## config.mk

```make
export PLATFORM = sky130hd
export DESIGN_NAME = rvc_decoder_top
export DESIGN_NICKNAME = d
export VERILOG_FILES = /design/src/common/rvc_pkg.sv /design/src/expand/rvc_expand_q0.sv /design/src/expand/rvc_expand_q1.sv /design/src/expand/rvc_expand_q2.sv /design/src/rtl/rvc_decode_stage.sv /design/src/rtl/rvc_decoder_top.sv
export SDC_FILE = /design/constraint.sdc
export NUM_CORES = 1
export LEC_CHECK = 0
export ABC_AREA = 1
export BUFFER_PORTS_ARGS = -buffer_cell sky130_fd_sc_hd__buf_2
export CAP_MARGIN = 10
export CORE_ASPECT_RATIO = 1.2
export CORE_UTILIZATION = 40
export DETAILED_ROUTE_END_ITERATION = 10
export HOLD_SLACK_MARGIN = 0.15
export PLACE_DENSITY = 0.66
export SLEW_MARGIN = 20
export SYNTH_ARGS = -nofsm -noshare
export SYNTH_HDL_FRONTEND = slang
export SYNTH_SLANG_ARGS = --single-unit
```

## constraint.sdc

```tcl
create_clock -name clk -period 2.6 [get_ports clk]
set_input_delay 0.39 -clock clk [delete_from_list [all_inputs] [get_ports clk]]
set_output_delay 0.39 -clock clk [all_outputs]
set_load 0.005 [all_outputs]
```

## src/common/rvc_pkg.sv

```systemverilog
//////////////////////////////
// shared types for the RV32C expansion stage
// base RV32C only, no Zc and no float expansion
// every compressed view is exactly 16 bits wide
//////////////////////////////

package rvc_pkg;

  // word widths are fixed by the ISA
  localparam int unsigned ilen_p = 32;
  localparam int unsigned clen_p = 16;

  //////////////////////////////
  // RV32I major opcodes
  localparam logic [6:0] opcode_load   = 7'b0000011;
  localparam logic [6:0] opcode_store  = 7'b0100011;
  localparam logic [6:0] opcode_opimm  = 7'b0010011;
  localparam logic [6:0] opcode_op     = 7'b0110011;
  localparam logic [6:0] opcode_lui    = 7'b0110111;
  localparam logic [6:0] opcode_jal    = 7'b1101111;
  localparam logic [6:0] opcode_jalr   = 7'b1100111;
  localparam logic [6:0] opcode_branch = 7'b1100011;

  // fixed register numbers
  localparam logic [4:0] reg_zero_c = 5'd0;
  localparam logic [4:0] reg_ra_c   = 5'd1;
  localparam logic [4:0] reg_sp_c   = 5'd2;

  // prefix for the 3-bit compact registers, maps onto x8..x15
  localparam logic [1:0] prime_base_c = 2'b01;

  localparam logic [31:0] ebreak_c = 32'h0010_0073;

  //////////////////////////////
  // compressed formats, msb first

  // stack pointer add, scrambled 8-bit immediate
  typedef struct packed {
    logic [2:0] funct3;
    logic [7:0] imm;
    logic [2:0] rd_p;
    logic [1:0] op;
  } ciw_t;

  // compact load/store, also the register ALU form in quadrant 1
  typedef struct packed {
    logic [2:0] funct3;
    logic [2:0] imm_hi;
    logic [2:0] rs1_p;
    logic [1:0] imm_lo;
    logic [2:0] rd_rs2_p;
    logic [1:0] op;
  } cl_cs_t;

  // full rd with a split 6-bit immediate
  typedef struct packed {
    logic [2:0] funct3;
    logic       imm_hi;
    logic [4:0] rd;
    logic [4:0] imm_lo;
    logic [1:0] op;
  } ci_t;

  // stack store
  typedef struct packed {
    logic [2:0] funct3;
    logic [5:0] imm;
    logic [4:0] rs2;
    logic [1:0] op;
  } css_t;

  // branch, compact shift and andi
  typedef struct packed {
    logic [2:0] funct3;
    logic [2:0] hi;
    logic [2:0] rs1_p;
    logic [4:0] lo;
    logic [1:0] op;
  } cb_t;

  // jump, offset bits scattered over [12:2]
  typedef struct packed {
    logic [2:0]  funct3;
    logic [10:0] target;
    logic [1:0]  op;
  } cj_t;

  // one half word seen through each format
  typedef union packed {
    ciw_t   ciw;
    cl_cs_t cl_cs;
    ci_t    ci;
    css_t   css;
    cb_t    cb;
    cj_t    cj;
  } c_instr_u;

  //////////////////////////////
  // results

  // expander output, instr is don't care when illegal is set
  typedef struct packed {
    logic [ilen_p-1:0] instr;
    logic              illegal;
  } expand_res_t;

  typedef struct packed {
    logic [ilen_p-1:0] instr;
    logic              is_compressed;
    logic              illegal;
  } dec_out_t;

endpackage

```

## src/expand/rvc_expand_q0.sv

```systemverilog
//////////////////////////////
// quadrant 0 expander, purely combinational
// float loads and stores are only flagged illegal
//////////////////////////////

`timescale 1ns/1ps

module rvc_expand_q0 (
  input  rvc_pkg::c_instr_u    c_instr_i,
  output rvc_pkg::expand_res_t res_o
);

  import rvc_pkg::*;

  ciw_t       ciw;
  cl_cs_t     cl;
  logic [4:0] rd_full;
  logic [4:0] rs1_full;
  logic [9:2] spn_off;
  logic [6:2] word_off;

  assign ciw = c_instr_i.ciw;
  assign cl  = c_instr_i.cl_cs;

  assign rd_full  = {prime_base_c, cl.rd_rs2_p};
  assign rs1_full = {prime_base_c, cl.rs1_p};

  // addi4spn offset sits as [5:4|9:6|2|3]
  assign spn_off = {ciw.imm[5:2], ciw.imm[7:6], ciw.imm[0], ciw.imm[1]};

  // lw/sw offset sits as [5:3] at [12:10] and [2|6] at [6:5]
  assign word_off = {cl.imm_lo[0], cl.imm_hi, cl.imm_lo[1]};

  always_comb begin
    res_o.instr   = '0;
    res_o.illegal = 1'b0;
    case (ciw.funct3)
      3'b000: begin
        // c.addi4spn, addi rd', sp, nzuimm
        res_o.instr = {2'b00, spn_off, 2'b00, reg_sp_c, 3'b000,
                       2'b01, ciw.rd_p, opcode_opimm};
        res_o.illegal = (ciw.imm == 8'd0);
      end
      3'b010: begin
        // c.lw
        res_o.instr = {5'b00000, word_off, 2'b00, rs1_full, 3'b010,
                       rd_full, opcode_load};
      end
      3'b110: begin
        // c.sw, rd_rs2_p holds the source register here
        res_o.instr = {5'b00000, word_off[6:5], rd_full, rs1_full, 3'b010,
                       word_off[4:2], 2'b00, opcode_store};
      end
      default: begin
        // c.fld/c.flw/c.fsd/c.fsw and the reserved 100 slot
        res_o.illegal = 1'b1;
      end
    endcase
  end

endmodule

```

## src/expand/rvc_expand_q1.sv

```systemverilog
//////////////////////////////
// quadrant 1 expander, purely combinational
// RV32 only, so subw/addw and shamt[5] are illegal
// HINT encodings expand as ordinary instructions
//////////////////////////////

`timescale 1ns/1ps

module rvc_expand_q1 (
  input  rvc_pkg::c_instr_u    c_instr_i,
  output rvc_pkg::expand_res_t res_o
);

  import rvc_pkg::*;

  ci_t         ci;
  cb_t         cb;
  cl_cs_t      ca;
  logic [10:0] jt;
  logic [11:0] ci_imm;
  logic [11:0] sp16_imm;
  logic [11:1] j_off;
  logic [20:1] j_imm;
  logic [4:0]  jal_rd;
  logic [8:1]  b_off;
  logic [12:1] b_imm;
  logic [4:0]  rd_full;
  logic [4:0]  rs2_full;

  assign ci = c_instr_i.ci;
  assign cb = c_instr_i.cb;
  assign ca = c_instr_i.cl_cs;
  assign jt = c_instr_i.cj.target;

  assign ci_imm = {{7{ci.imm_hi}}, ci.imm_lo};

  // addi16sp keeps nzimm[9|4|6|8:7|5] in bits [12|6:2]
  assign sp16_imm = {{3{ci.imm_hi}}, ci.imm_lo[2:1], ci.imm_lo[3], ci.imm_lo[0],
                     ci.imm_lo[4], 4'b0000};

  // jump offset [11|4|9:8|10|6|7|3:1|5] unscrambled
  assign j_off  = {jt[10], jt[6], jt[8:7], jt[4], jt[5], jt[0], jt[9], jt[3:1]};
  assign j_imm  = {{9{j_off[11]}}, j_off};
  assign jal_rd = ci.funct3[2] ? reg_zero_c : reg_ra_c;

  // branch offset [8|4:3] in [12:10] and [7:6|2:1|5] in [6:2]
  assign b_off = {cb.hi[2], cb.lo[4:3], cb.lo[0], cb.hi[1:0], cb.lo[2:1]};
  assign b_imm = {{4{b_off[8]}}, b_off};

  assign rd_full  = {prime_base_c, cb.rs1_p};
  assign rs2_full = {prime_base_c, ca.rd_rs2_p};

  always_comb begin
    res_o.instr   = '0;
    res_o.illegal = 1'b0;
    case (ci.funct3)
      3'b000: begin
        // c.addi, c.nop when rd is zero
        res_o.instr = {ci_imm, ci.rd, 3'b000, ci.rd, opcode_opimm};
      end
      3'b001, 3'b101: begin
        // c.jal links ra, c.j links nothing
        res_o.instr = {j_imm[20], j_imm[10:1], j_imm[11], j_imm[19:12],
                       jal_rd, opcode_jal};
      end
      3'b010: begin
        // c.li
        res_o.instr = {ci_imm, reg_zero_c, 3'b000, ci.rd, opcode_opimm};
      end
      3'b011: begin
        res_o.illegal = ({ci.imm_hi, ci.imm_lo} == 6'd0);
        if (ci.rd == reg_sp_c) begin
          res_o.instr = {sp16_imm, reg_sp_c, 3'b000, reg_sp_c, opcode_opimm};
        end else begin
          // c.lui
          res_o.instr = {{15{ci.imm_hi}}, ci.imm_lo, ci.rd, opcode_lui};
        end
      end
      3'b100: begin
        case (cb.hi[1:0])
          2'b00, 2'b01: begin
            // c.srli / c.srai, bit 12 would be shamt[5]
            res_o.instr = {1'b0, cb.hi[0], 5'b00000, cb.lo, rd_full, 3'b101,
                           rd_full, opcode_opimm};
            res_o.illegal = cb.hi[2];
          end
          2'b10: begin
            // c.andi
            res_o.instr = {{7{cb.hi[2]}}, cb.lo, rd_full, 3'b111, rd_full,
                           opcode_opimm};
          end
          default: begin
            // register ALU ops, funct2 lives in imm_lo
            case (ca.imm_lo)
              2'b00: res_o.instr = {7'b0100000, rs2_full, rd_full, 3'b000, rd_full, opcode_op};
              2'b01: res_o.instr = {7'b0000000, rs2_full, rd_full, 3'b100, rd_full, opcode_op};
              2'b10: res_o.instr = {7'b0000000, rs2_full, rd_full, 3'b110, rd_full, opcode_op};
              default: res_o.instr = {7'b0000000, rs2_full, rd_full, 3'b111, rd_full,
                                      opcode_op};
            endcase
            // bit 12 set means subw/addw or a reserved code
            res_o.illegal = cb.hi[2];
          end
        endcase
      end
      default: begin
        // c.beqz / c.bnez, funct3[0] picks bne
        res_o.instr = {b_imm[12], b_imm[10:5], reg_zero_c, rd_full,
                       2'b00, ci.funct3[0], b_imm[4:1], b_imm[11], opcode_branch};
      end
    endcase

    // every legal expansion must land on a known major opcode
    assert (res_o.illegal || res_o.instr[6:0] inside {opcode_load, opcode_store,
        opcode_opimm, opcode_op, opcode_lui, opcode_jal, opcode_jalr, opcode_branch})
      else $error("q1 expansion produced an unknown opcode %h", res_o.instr[6:0]);
  end

endmodule

```

## src/expand/rvc_expand_q2.sv

```systemverilog
//////////////////////////////
// quadrant 2 expander, purely combinational
// float stack forms are only flagged illegal
//////////////////////////////

`timescale 1ns/1ps

module rvc_expand_q2 (
  input  rvc_pkg::c_instr_u    c_instr_i,
  output rvc_pkg::expand_res_t res_o
);

  import rvc_pkg::*;

  ci_t        ci;
  css_t       css;
  logic [7:2] lwsp_off;
  logic [7:2] swsp_off;

  assign ci  = c_instr_i.ci;
  assign css = c_instr_i.css;

  // lwsp keeps [5] at bit 12 and [4:2|7:6] at [6:2]
  assign lwsp_off = {ci.imm_lo[1:0], ci.imm_hi, ci.imm_lo[4:2]};
  // swsp keeps [5:2|7:6] at [12:7]
  assign swsp_off = {css.imm[1:0], css.imm[5:2]};

  always_comb begin
    res_o.instr   = '0;
    res_o.illegal = 1'b0;
    case (ci.funct3)
      3'b000: begin
        // c.slli
        res_o.instr = {7'b0000000, ci.imm_lo, ci.rd, 3'b001, ci.rd, opcode_opimm};
        res_o.illegal = ci.imm_hi;
      end
      3'b010: begin
        // c.lwsp
        res_o.instr = {4'b0000, lwsp_off, 2'b00, reg_sp_c, 3'b010, ci.rd, opcode_load};
        res_o.illegal = (ci.rd == reg_zero_c);
      end
      3'b100: begin
        // CR form, rs1/rd at [11:7] and rs2 at [6:2]
        if (css.rs2 == reg_zero_c) begin
          if (ci.imm_hi && (ci.rd == reg_zero_c)) begin
            res_o.instr = ebreak_c;
          end else begin
            // c.jr links nothing, c.jalr links ra
            res_o.instr = {12'd0, ci.rd, 3'b000, ci.imm_hi ? reg_ra_c : reg_zero_c,
                           opcode_jalr};
            res_o.illegal = !ci.imm_hi && (ci.rd == reg_zero_c);
          end
        end else if (ci.imm_hi) begin
          // c.add
          res_o.instr = {7'b0000000, css.rs2, ci.rd, 3'b000, ci.rd, opcode_op};
        end else begin
          // c.mv
          res_o.instr = {7'b0000000, css.rs2, reg_zero_c, 3'b000, ci.rd, opcode_op};
        end
      end
      3'b110: begin
        // c.swsp
        res_o.instr = {4'b0000, swsp_off[7:5], css.rs2, reg_sp_c, 3'b010,
                       swsp_off[4:2], 2'b00, opcode_store};
      end
      default: begin
        // fldsp, flwsp, fsdsp, fswsp
        res_o.illegal = 1'b1;
      end
    endcase
  end

endmodule

```

## src/rtl/rvc_decode_stage.sv

```systemverilog
//////////////////////////////
// quadrant select and one-deep output register
// expander results must match in_data_i in the same cycle
// a full word passes unchanged and is never illegal
//////////////////////////////

`timescale 1ns/1ps

module rvc_decode_stage (
  input  logic                       clk,
  input  logic                       reset_i,
  input  logic                       in_valid_i,
  input  logic [rvc_pkg::ilen_p-1:0] in_data_i,
  output logic                       in_ready_o,
  input  rvc_pkg::expand_res_t       q0_res_i,
  input  rvc_pkg::expand_res_t       q1_res_i,
  input  rvc_pkg::expand_res_t       q2_res_i,
  output logic                       out_valid_o,
  output rvc_pkg::dec_out_t          out_data_o,
  input  logic                       out_ready_i
);

  import rvc_pkg::*;

  expand_res_t sel_res;
  dec_out_t    data_q;
  logic        valid_q;
  logic        accept;

  always_comb begin
    case (in_data_i[1:0])
      2'b00:   sel_res = q0_res_i;
      2'b01:   sel_res = q1_res_i;
      2'b10:   sel_res = q2_res_i;
      default: sel_res = {in_data_i, 1'b0};
    endcase
  end

  //////////////////////////////
  // output register

  // take a new word when empty or when the current one leaves
  assign in_ready_o = !valid_q || out_ready_i;
  assign accept     = in_valid_i && in_ready_o;

  always_ff @(posedge clk) begin
    if (reset_i) begin
      valid_q <= 1'b0;
    end else if (in_ready_o) begin
      valid_q <= in_valid_i;
    end
  end

  always_ff @(posedge clk) begin
    if (accept) begin
      data_q.instr         <= sel_res.instr;
      data_q.is_compressed <= (in_data_i[1:0] != 2'b11);
      data_q.illegal       <= sel_res.illegal;
    end
  end

  assign out_valid_o = valid_q;
  assign out_data_o  = data_q;

  // a stalled result must not change or vanish
  assert property (@(posedge clk) disable iff (reset_i)
      out_valid_o && !out_ready_i |=> out_valid_o && $stable(out_data_o))
    else $error("output changed while stalled");

  assert property (@(posedge clk) reset_i |=> !out_valid_o)
    else $error("output valid right after reset");

endmodule

```

## src/rtl/rvc_decoder_top.sv

```systemverilog
//////////////////////////////
// RV32C expansion stage, one word per cycle at full rate
// output appears one cycle after acceptance
//////////////////////////////

`timescale 1ns/1ps

module rvc_decoder_top (
  input  logic                       clk,
  input  logic                       reset_i,
  input  logic                       in_valid_i,
  input  logic [rvc_pkg::ilen_p-1:0] in_data_i,
  output logic                       in_ready_o,
  output logic                       out_valid_o,
  output rvc_pkg::dec_out_t          out_data_o,
  input  logic                       out_ready_i
);

  import rvc_pkg::*;

  c_instr_u    c_instr;
  expand_res_t q0_res;
  expand_res_t q1_res;
  expand_res_t q2_res;

  // the low half word is the candidate compressed instruction
  assign c_instr = in_data_i[clen_p-1:0];

  rvc_expand_q0 expand_q0_i (
    .c_instr_i (c_instr),
    .res_o     (q0_res)
  );

  rvc_expand_q1 expand_q1_i (
    .c_instr_i (c_instr),
    .res_o     (q1_res)
  );

  rvc_expand_q2 expand_q2_i (
    .c_instr_i (c_instr),
    .res_o     (q2_res)
  );

  rvc_decode_stage decode_stage_i (
    .clk         (clk),
    .reset_i     (reset_i),
    .in_valid_i  (in_valid_i),
    .in_data_i   (in_data_i),
    .in_ready_o  (in_ready_o),
    .q0_res_i    (q0_res),
    .q1_res_i    (q1_res),
    .q2_res_i    (q2_res),
    .out_valid_o (out_valid_o),
    .out_data_o  (out_data_o),
    .out_ready_i (out_ready_i)
  );

endmodule

```

======== After elaboration in Yosys (flattened, before gate mapping) ========
Index checks and enable logic that the tools add are counted.
word-level totals
  output and inout port bits .............. 36
  register bits ........................... 35
operators by class
  equality and inequality tests ........... 14
  reduce and logical (&&, ||, !) cells .... 17
  multiplexer cells ....................... 18
operators with widths
  kind                                                 count
  case mux 32 bit (5 select lines)                     1
  case mux 28 bit (4 select lines)                     1
  case mux 33 bit (3 select lines)                     1
  case mux 31 bit (3 select lines)                     1
  case mux 30 bit (3 select lines)                     1
  case mux 32 bit (2 select lines)                     1
  2-to-1 mux 29 bit                                    1
  2-to-1 mux 25 bit                                    1
  2-to-1 mux 21 bit                                    1
  2-to-1 mux 20 bit                                    1
  logical NOT 5 bit                                    2
  equality test 3 bit, second input constant           3
  logical NOT 8 bit                                    1
  equality test 2 x 1 -> 1 bit, second input constant  3
  equality test 2 bit, second input constant           3
  equality test 3 x 2 -> 1 bit, second input constant  2
  logical NOT 2 bit                                    3
  logical NOT 6 bit                                    1
  OR reduction 2 bit                                   3
  equality test 5 x 2 -> 1 bit, second input constant  1
  2-to-1 mux 1 bit                                     5
  case mux 1 bit (2 select lines)                      2
  case mux 1 bit (4 select lines)                      1
  equality test 3 x 1 -> 1 bit, second input constant  1
  other kinds (5)                                      8

======== Longest topological paths before layout ========
Gate-level depths: netlist (run 1).
  word-level depth ........................ 6
  gate-level depth with buffers ........... 11
  gate-level depth less buffers ........... 9

======== By module ========
Synthesis (run 1) repeated with hierarchy kept, for this count alone.
second synthesis, totals
  cells, all modules ...................... 527
  area total of the unflattened synthesis .. 3497.1 µm²
modules (own cells, without submodules)
  module            sequential area each (µm²)  times used  cells an instance  area each (µm²)
  rvc_decode_stage  1041.0                      1           230                2034.5
  rvc_expand_q1     0.0                         1           134                663.1
  rvc_expand_q2     0.0                         1           102                474.2
  rvc_expand_q0     0.0                         1           61                 325.3

======== Least setup slack after synthesis (run 1) ========
Ideal clock, no wire load.
  kind .................................... input port to flip-flop
  from .................................... in in_valid_i
  to ...................................... reg decode_stage_i.data_q, in the netlist decode_stage_i.out_data_o[0], enable pin
  required time ........................... 2.164 ns
  library setup time ...................... 0.436 ns
  path slack .............................. 0.058 ns
  path buffers ............................ 0
  arrival ................................. 2.106 ns
  cell stages on the path ................. 2
  cell sequence ........................... inv_1 a21oi_1
between the ends
  longest elaborated chain between the ends .. 1
ends and longest elaborated chain
  element                    line                    text
  start: declaration         rvc_decoder_top.sv:11   input logic in_valid_i,
  logical AND 1 bit          rvc_decode_stage.sv:44  assign accept = in_valid_i && in_ready_o;
  via decode_stage_i.accept  rvc_decode_stage.sv:28  logic accept;
  end: declaration           rvc_decode_stage.sv:26  dec_out_t data_q;
The timed path passes the listed nets, and every way through them passes these cells.
A chain may end at the register's enable or synchronous reset.

==> key figures, run 1 <==
Timing
  • Hold Violations, Final: 0
  • Setup Skew: around 7.9 ps
  • Tmin final: between 1500 and 2000 ps
  • Worst Max-Slew Pin Slew: approximately 700 ps
  • Upper clock frequency limit: around 500 MHz
  • Setup_tns: 0 ps
  • RSZ-0062 raised after global routing: no
  • Fin worst setup slack: 603 ps
  • Final max-slew violation count: 0
  • Period utilization: 0.768
  • Max_slew headroom: 0.533
  • Final setup vio count: 0

Die
  • Initial Utilization: 0.418
  • Core footprint: roughly 6500 sq um
  • # rows: 32
  • Io pins: slightly above 70
  • Die area: 7120 sq um
  • Die height: 92.2 um
  • Die X: between 70 and 80 um

Clocking
  • Post-CTS Resized: 0
  • CTS Sinks: 35
  • Post-cts hold buffer count: 0
  • Clock Latency Late Sink: between 200 and 300 ps
  • Clock root buffer master: clkbuf_8
  • Clk slew on worst S/H paths: around 70 ps
  • Post-CTS Setup Inserts: 0
  • CTS Buf Count: 5
  • # H-tree levels: 2
  • CTS tree: built
  • CTS Buffer Depth: 2

Power and ir drop
  • P per Cell Area: roughly 480 nW/um^2
  • Max IR drop VDD: 0.000238 V
  • Final Power: between 1.5 and 2 mW
  • Leakage Power: about 1.6 nW

Logic synthesis
  • Cell variety after synth: 27
  • Most frequent cell after synthesis: nand2_1
  • Synth top cells by count: nand2_1, nor2_1, edfxtp_1, inv_1, nand3_1
  • Number of flops mapped to enable cells by yosys: 34
  • Top cell type's share of synthesized area: 0.376
  • Synth Flop Type: edfxtp_1
  • Multiplexer share of the synthesized area: 0
  • Xor/xnor share of the synthesized area: 0
  • Top cells by area, synth: edfxtp_1, nand2_1, nor2_1
  • Cells after synthesis: 410
  • Yosys Warn Count: 0
  • Post-Synth Adder-Cell Area: 0
  • Async SR Flop Fraction: 0
  • Post-Syn Nets: between 400 and 500
  • Post-Synth Simple-Gate Area: 0.385
  • Dominant cell type by area after synthesis: edfxtp_1
  • Post-Syn Area: between 2000 and 3000 sq um
  • Count of state elements after synthesis: 35
  • Sequential area share after synthesis: 0.384
  • Avg Inst Size Synth: approximately 6.6 sq um
  • Combinational family with the most area after synthesis: simple AND/OR/NAND/NOR gates
  • Synth Area in Compound Gates: 0.148

Worst setup path
  • Worst reg2reg startpoint: decode_stage_i.out_valid_o
  • CP max stage cell: o21ai_0
  • Crit path largest cell delay: approximately 340 ps
  • Arrival @ worst endpoint: 2050 ps
  • CP dominant cell by count: nand2_1
  • Worst Path Max Fanout: 10
  • CP cell instances: buf_2 > nand2_1 > inv_2 > nand2_1 > nor2_1 > nor3_1 > o21ai_0
  • Startpoint types: input port
  • CP Class: in2reg
  • Setup crit end kind: flop
  • CP required: 2650 ps
  • Setup crit start: in_data_i[15]

Route
  • First-pass iteration count of the detailed router: 5
  • DR iter-0 viols: roughly 550
  • ANT nets after route: 0
  • Post-DR wirelength/cell: 19.8 um
  • Remaining DRCs: 0
  • Via count: about 3400
  • Vias/cell: between 5 and 6
  • Final wirelength: roughly 11000 um

Layout
  • # diodes: 0
  • Area grow syn2layout: 23.2%
  • Share of cells above drive strength 1: 0.212
  • Layout net count: 525
  • Post-layout utilization of the core: 0.515
  • Final instance area: 3340 sq um

Global routing
  • Vias in the first global route: about 3300
  • First-pass GRT wire length: 17700 um
  • Initial antenna violation count: 0
  • GRT Util Overall: 0.328
  • Largest net degree at the start of global routing: 35
  • Grt total ovfl: 0

Worst hold path
  • Worst hold path type: in2reg
  • Hold path startpoint: reset_i

Run status
  • Status: finished, final reports clean

Placed design
  • Pre-CTS setup slack: 401 ps
  • Input/output buffers: between 70 and 80
  • Placement Cell Area: around 3200 sq um
  • Hpwl dp: ~8600 um
  • RePlAce Congestion: roughly 1.0

Job
  • Max_cap viols: 0
==> routing by layer <==
| layer | wire (um) | GRT usage | vias to the layer above | share of wire |
|---|---|---|---|---|
| met2 | 5380 | 0.535 | 271 | 0.47 |
| met1 | 4250 | 0.423 | 1499 | 0.37 |
| li1 | - | - | 1534 | - |
| met4 | 538 | 0.157 | 0 | 0.047 |
| met3 | 1190 | 0.0468 | 57 | 0.10 |
| met5 | 0 | 0 | - | 0 |
==> metrics by stage <==
step / hold WS, ps / cells
6_report: 254 / 575
5_1_grt: 256 / 575
4_1_cts: 248 / 575
3_5_place_dp: 530 / 567
3_3_place_gp: 510 / 567
2_1_floorplan: 459 / 410
==> registers in the layout, summed over array words and instances, names as in the netlist <==
name	cells
decode_stage_i.out_data_o	34
decode_stage_i.out_valid_o	1
==> worst max-delay path, delay by kind of cell <==
family / cells / cell delay, ps
AOI/OAI and AO/OA: 1 / 340
buffers and inverters: 2 / 450
and+or+nand+nor: 4 / 860
==> cell families after synthesis <==
kind of cell           Yosys count
AND/OR/NAND/NOR                250
buffers and inverters           52
AO/OA/AOI/OAI                   73
flip-flops                      35
==> where the power goes <==
part / internal [mW] / total, mW / switching [mW]
clock: 0.311 / 0.521 / 0.210
combinational: 0.129 / 0.388 / 0.259
sequential: 0.676 / 0.687 / 0.0107
==> area by class of cell <==
type / count / area, sq um
timing repair buffer: 88 / 483
fill: 696 / 3150
sequential: 35 / 1040
inverter: 36 / 135
clock buffer: 6 / 82.6
multi-input combinational: 323 / 1460
tap: 85 / 106
clock inverter: 2 / 35.0
==> path summary, 6_finish.rpt <==
path | to | cells after the start | slack (ps)
hold reg to reg | decode_stage_i.out_valid_o | 2 | 540
hold / removal | decode_stage_i.out_valid_o | 2 | 250
setup / recovery | decode_stage_i.out_data_o[13] | 7 | 600
setup reg to reg | decode_stage_i.out_data_o[12] | 2 | 1330
==> placed cells by master, fill, tap and decap left out <==
cell type,instances
nand2_2,1
nand2_1,142
inv_1,33
o211ai_1,6
o21ai_0,26
a21oi_4,1
clkbuf_8,6
nand3_2,1
nand4_1,17
bufinv_16,1
a22oi_1,2
edfxtp_1,34
nor2_2,3
dfxtp_1,1
buf_2,71
inv_2,2
a21o_1,1
nand3_1,33
clkinv_2,1
o2111ai_1,1
a21oi_1,29
buf_4,17
o21ai_1,1
nor2_1,48
o21bai_1,2
nor3_1,5
clkinv_1,1
o22ai_1,4
No activity file was read; power rests on OpenSTA's default activity.
==> run 2: changes to the inputs <==
--- a/config.mk
+++ b/config.mk
@@ -12,7 +12,6 @@
 export CORE_UTILIZATION = 40
 export DETAILED_ROUTE_END_ITERATION = 10
 export HOLD_SLACK_MARGIN = 0.15
-export PLACE_DENSITY = 0.66
 export SLEW_MARGIN = 20
 export SYNTH_ARGS = -nofsm -noshare
 export SYNTH_HDL_FRONTEND = slang
==> constraint.sdc (replaced) <==
create_clock -name clk -period 1.9 [get_ports clk]
set_input_delay 0.285 -clock clk [delete_from_list [all_inputs] [get_ports clk]]
set_output_delay 0.285 -clock clk [all_outputs]
set_load 0.005 [all_outputs]
==> run 2 against run 1 <==
Sequential share of layout area fell by 3.2 points. Clock skew fell by 0.91 ps. First-iteration DRC count fell by 27%. Critical endpoint is now decode_stage_i.out_data_o[22]. Largest cell class unchanged. Highest routed layer unchanged.
==> key figures, run 2 (synthesized netlist as in run 1, its figures left out) <==
Layout
  • Max FFs per register: 34 (unchanged)
  • Commonest non-fill, non-tap cell in the layout: nand2_1
  • Final cell count without fillers: 624 (+8.5%)
  • Share of cells above drive strength 1: 0.284 (+0.0716)
  • Layout net count: 574 (+9.3%)
  • # diodes: 0 (unchanged)
  • Most frequent cells in the layout: nand2_1, buf_2, buf_4
  • Final instance area: 3730 sq um (+12%)
  • Area grow syn2layout: 37.5%

Clocking
  • Clock root buffer master: clkbuf_8
  • CTS Sinks: 35 (unchanged)
  • Clock Latency Late Sink: 300 ps (+20 ps)
  • CTS Buf Count: 5 (unchanged)
  • Post-CTS Setup Inserts: 0 (unchanged)
  • CTS Buffer Depth: 2 (unchanged)
  • CTS tree: built
  • # H-tree levels: 2 (unchanged)
  • Clk slew on worst S/H paths: 80 ps (about the same)

Worst setup path
  • Startpoint types: input port
  • R2R Setup Slk: 830 ps (-500 ps)
  • Arrival @ worst endpoint: 1620 ps (-430 ps)
  • CP required: 1930 ps (-720 ps)
  • Worst Path Max Fanout: 10 (unchanged)
  • CP Class: in2reg
  • Worst reg2reg startpoint: decode_stage_i.out_valid_o
  • Setup crit end kind: flop
  • Setup crit start: in_data_i[15]
  • Worst setup endpoint: decode_stage_i.out_data_o[22]
  • Critical R2R Capture: decode_stage_i.out_data_o[33]
  • R2R depth: 2 (unchanged)

Global routing
  • GRT Util Overall: 0.342 (+0.0141)
  • Initial antenna violation count: 0 (unchanged)
  • Vias in the first global route: 3377 (+2.8%)
  • First-pass GRT wire length: 18100 um (+2.5%)
  • Largest net degree at the start of global routing: 35 (unchanged)
  • Grt total ovfl: 0 (unchanged)

Die
  • Die X: 77.2 um (unchanged)
  • Core footprint: 6490 sq um (unchanged)
  • Initial Utilization: 0.418 (unchanged)
  • # rows: 32 (unchanged)
  • Die area: 7120 sq um (unchanged)
  • Die height: 92.2 um (unchanged)
  • Io pins: 72 (unchanged)

Route
  • Via count: 3602 (+7.2%)
  • ANT nets after route: 0 (unchanged)
  • Remaining DRCs: 0 (unchanged)
  • First-pass iteration count of the detailed router: 5 (unchanged)
  • Final wirelength: 11800 um (+3.9%)
  • Vias/cell: 5.77 (-1.2%)
  • Post-DR wirelength/cell: 18.9 um (-4.2%)
  • DR iter-0 viols: 400 (-27%)

Placed design
  • Placement Cell Area: 3600 sq um (+12%)
  • RePlAce Congestion: 1.08 (+4.0%)
  • Input/output buffers: 71 (unchanged)
  • Pre-CTS setup slack: -13.1 ps (-414 ps)
  • Hpwl dp: 9270 um (+8.0%)
  • Placed cells: 615 (+8.5%)

Worst hold path
  • Hold path startpoint: in_data_i[31]
  • Worst hold path type: in2reg

Power and ir drop
  • P per Cell Area: 611 nW/um^2 (+28%)
  • Max IR drop VDD: 0.000383 V (+61%)
  • Leakage Power: 1.85 nW (+15%)

Timing
  • Upper clock frequency limit: 630 MHz
  • Final max-slew violation count: 0 (unchanged)
  • Final setup vio count: 0 (unchanged)
  • Fin worst setup slack: 314 ps (-289 ps)
  • Worst Max-Slew Pin Slew: 439 ps (-260 ps)
  • Setup_tns: 0 ps (unchanged)
  • Period utilization: 0.835
  • Hold Violations, Final: 0 (unchanged)
  • Setup Skew: 7.03 ps (-0.911 ps)
  • Tmin final: 1590 ps
  • Max_slew headroom: 0.707 (+0.175)
  • RSZ-0062 raised after global routing: no

Run status
  • Status: finished, final reports clean

Job
  • Max_cap viols: 0 (unchanged)
run 2: changes by cell type in the layout (fill, tap and decap cells not counted), sizes merged:
cell         change
buf             +48
dlygate4sd3      +1
run 2: how the worst min path moves through the flow:
stage                                    end  depth (start not counted)  slack [ps]
2_1_floorplan     decode_stage_i.out_valid_o                          1         350
3_3_place_gp      decode_stage_i.out_valid_o                          2         440
3_5_place_dp      decode_stage_i.out_valid_o                          2         450
4_1_cts        decode_stage_i.out_data_o[33]                          3         260
5_1_grt        decode_stage_i.out_data_o[33]                          3         270
6_report       decode_stage_i.out_data_o[33]                          3         270
run 2: layout make-up:
class	instances	area, sq um
flip-flops and latches	35	1040
fillers	685	2760
repair buffers	137	866
multi-input cells	323	1460
well taps	85	106
clock inverters	2	35.0
clock buffers	6	82.6
inverters	36	135
run 2: metal layers:
metal,track usage,part of all wire,routed length [um]
met4,0.237,0.063,744
met1,0.417,0.38,4470
met3,0.0876,0.11,1270
met5,0,0,0
met2,0.524,0.45,5340
run 2: worst max-delay path, cell delays in order:
cell and delay [ps]:
buf_2 120, clkinv_1 270, nand3_1 230, nor2_1 130, nand2_1 90, nand2_1 90, o21ai_0 260, nand4_1 130
run 2: what timing repair did:
item	4_1_cts	5_1_grt
endpoints found under the hold margin	1	0
endpoints found under the setup margin	0	1
hold buffers	1	0
resized for setup	0	1
run 2: stage by stage:
stage / hold WS, ps / total power [mW] / utilization
6_report: 266 / 2.28 / 0.575
2_1_floorplan: 354 / 1.24 / -
3_3_place_gp: 443 / 1.55 / 0.554
5_1_grt: 272 / 2.37 / 0.575
4_1_cts: 262 / 2.28 / 0.574
3_5_place_dp: 452 / 1.54 / 0.554
run 2: where the power goes:
| group | leakage [nW] | switching [mW] | internal (mW) |
|---|---|---|---|
| Sequential | 0.345 | 0.0143 | 0.924 |
| Clock | 0.0612 | 0.306 | 0.425 |
| Combinational | 1.44 | 0.373 | 0.235 |
| Total | 1.85 | 0.693 | 1.58 |
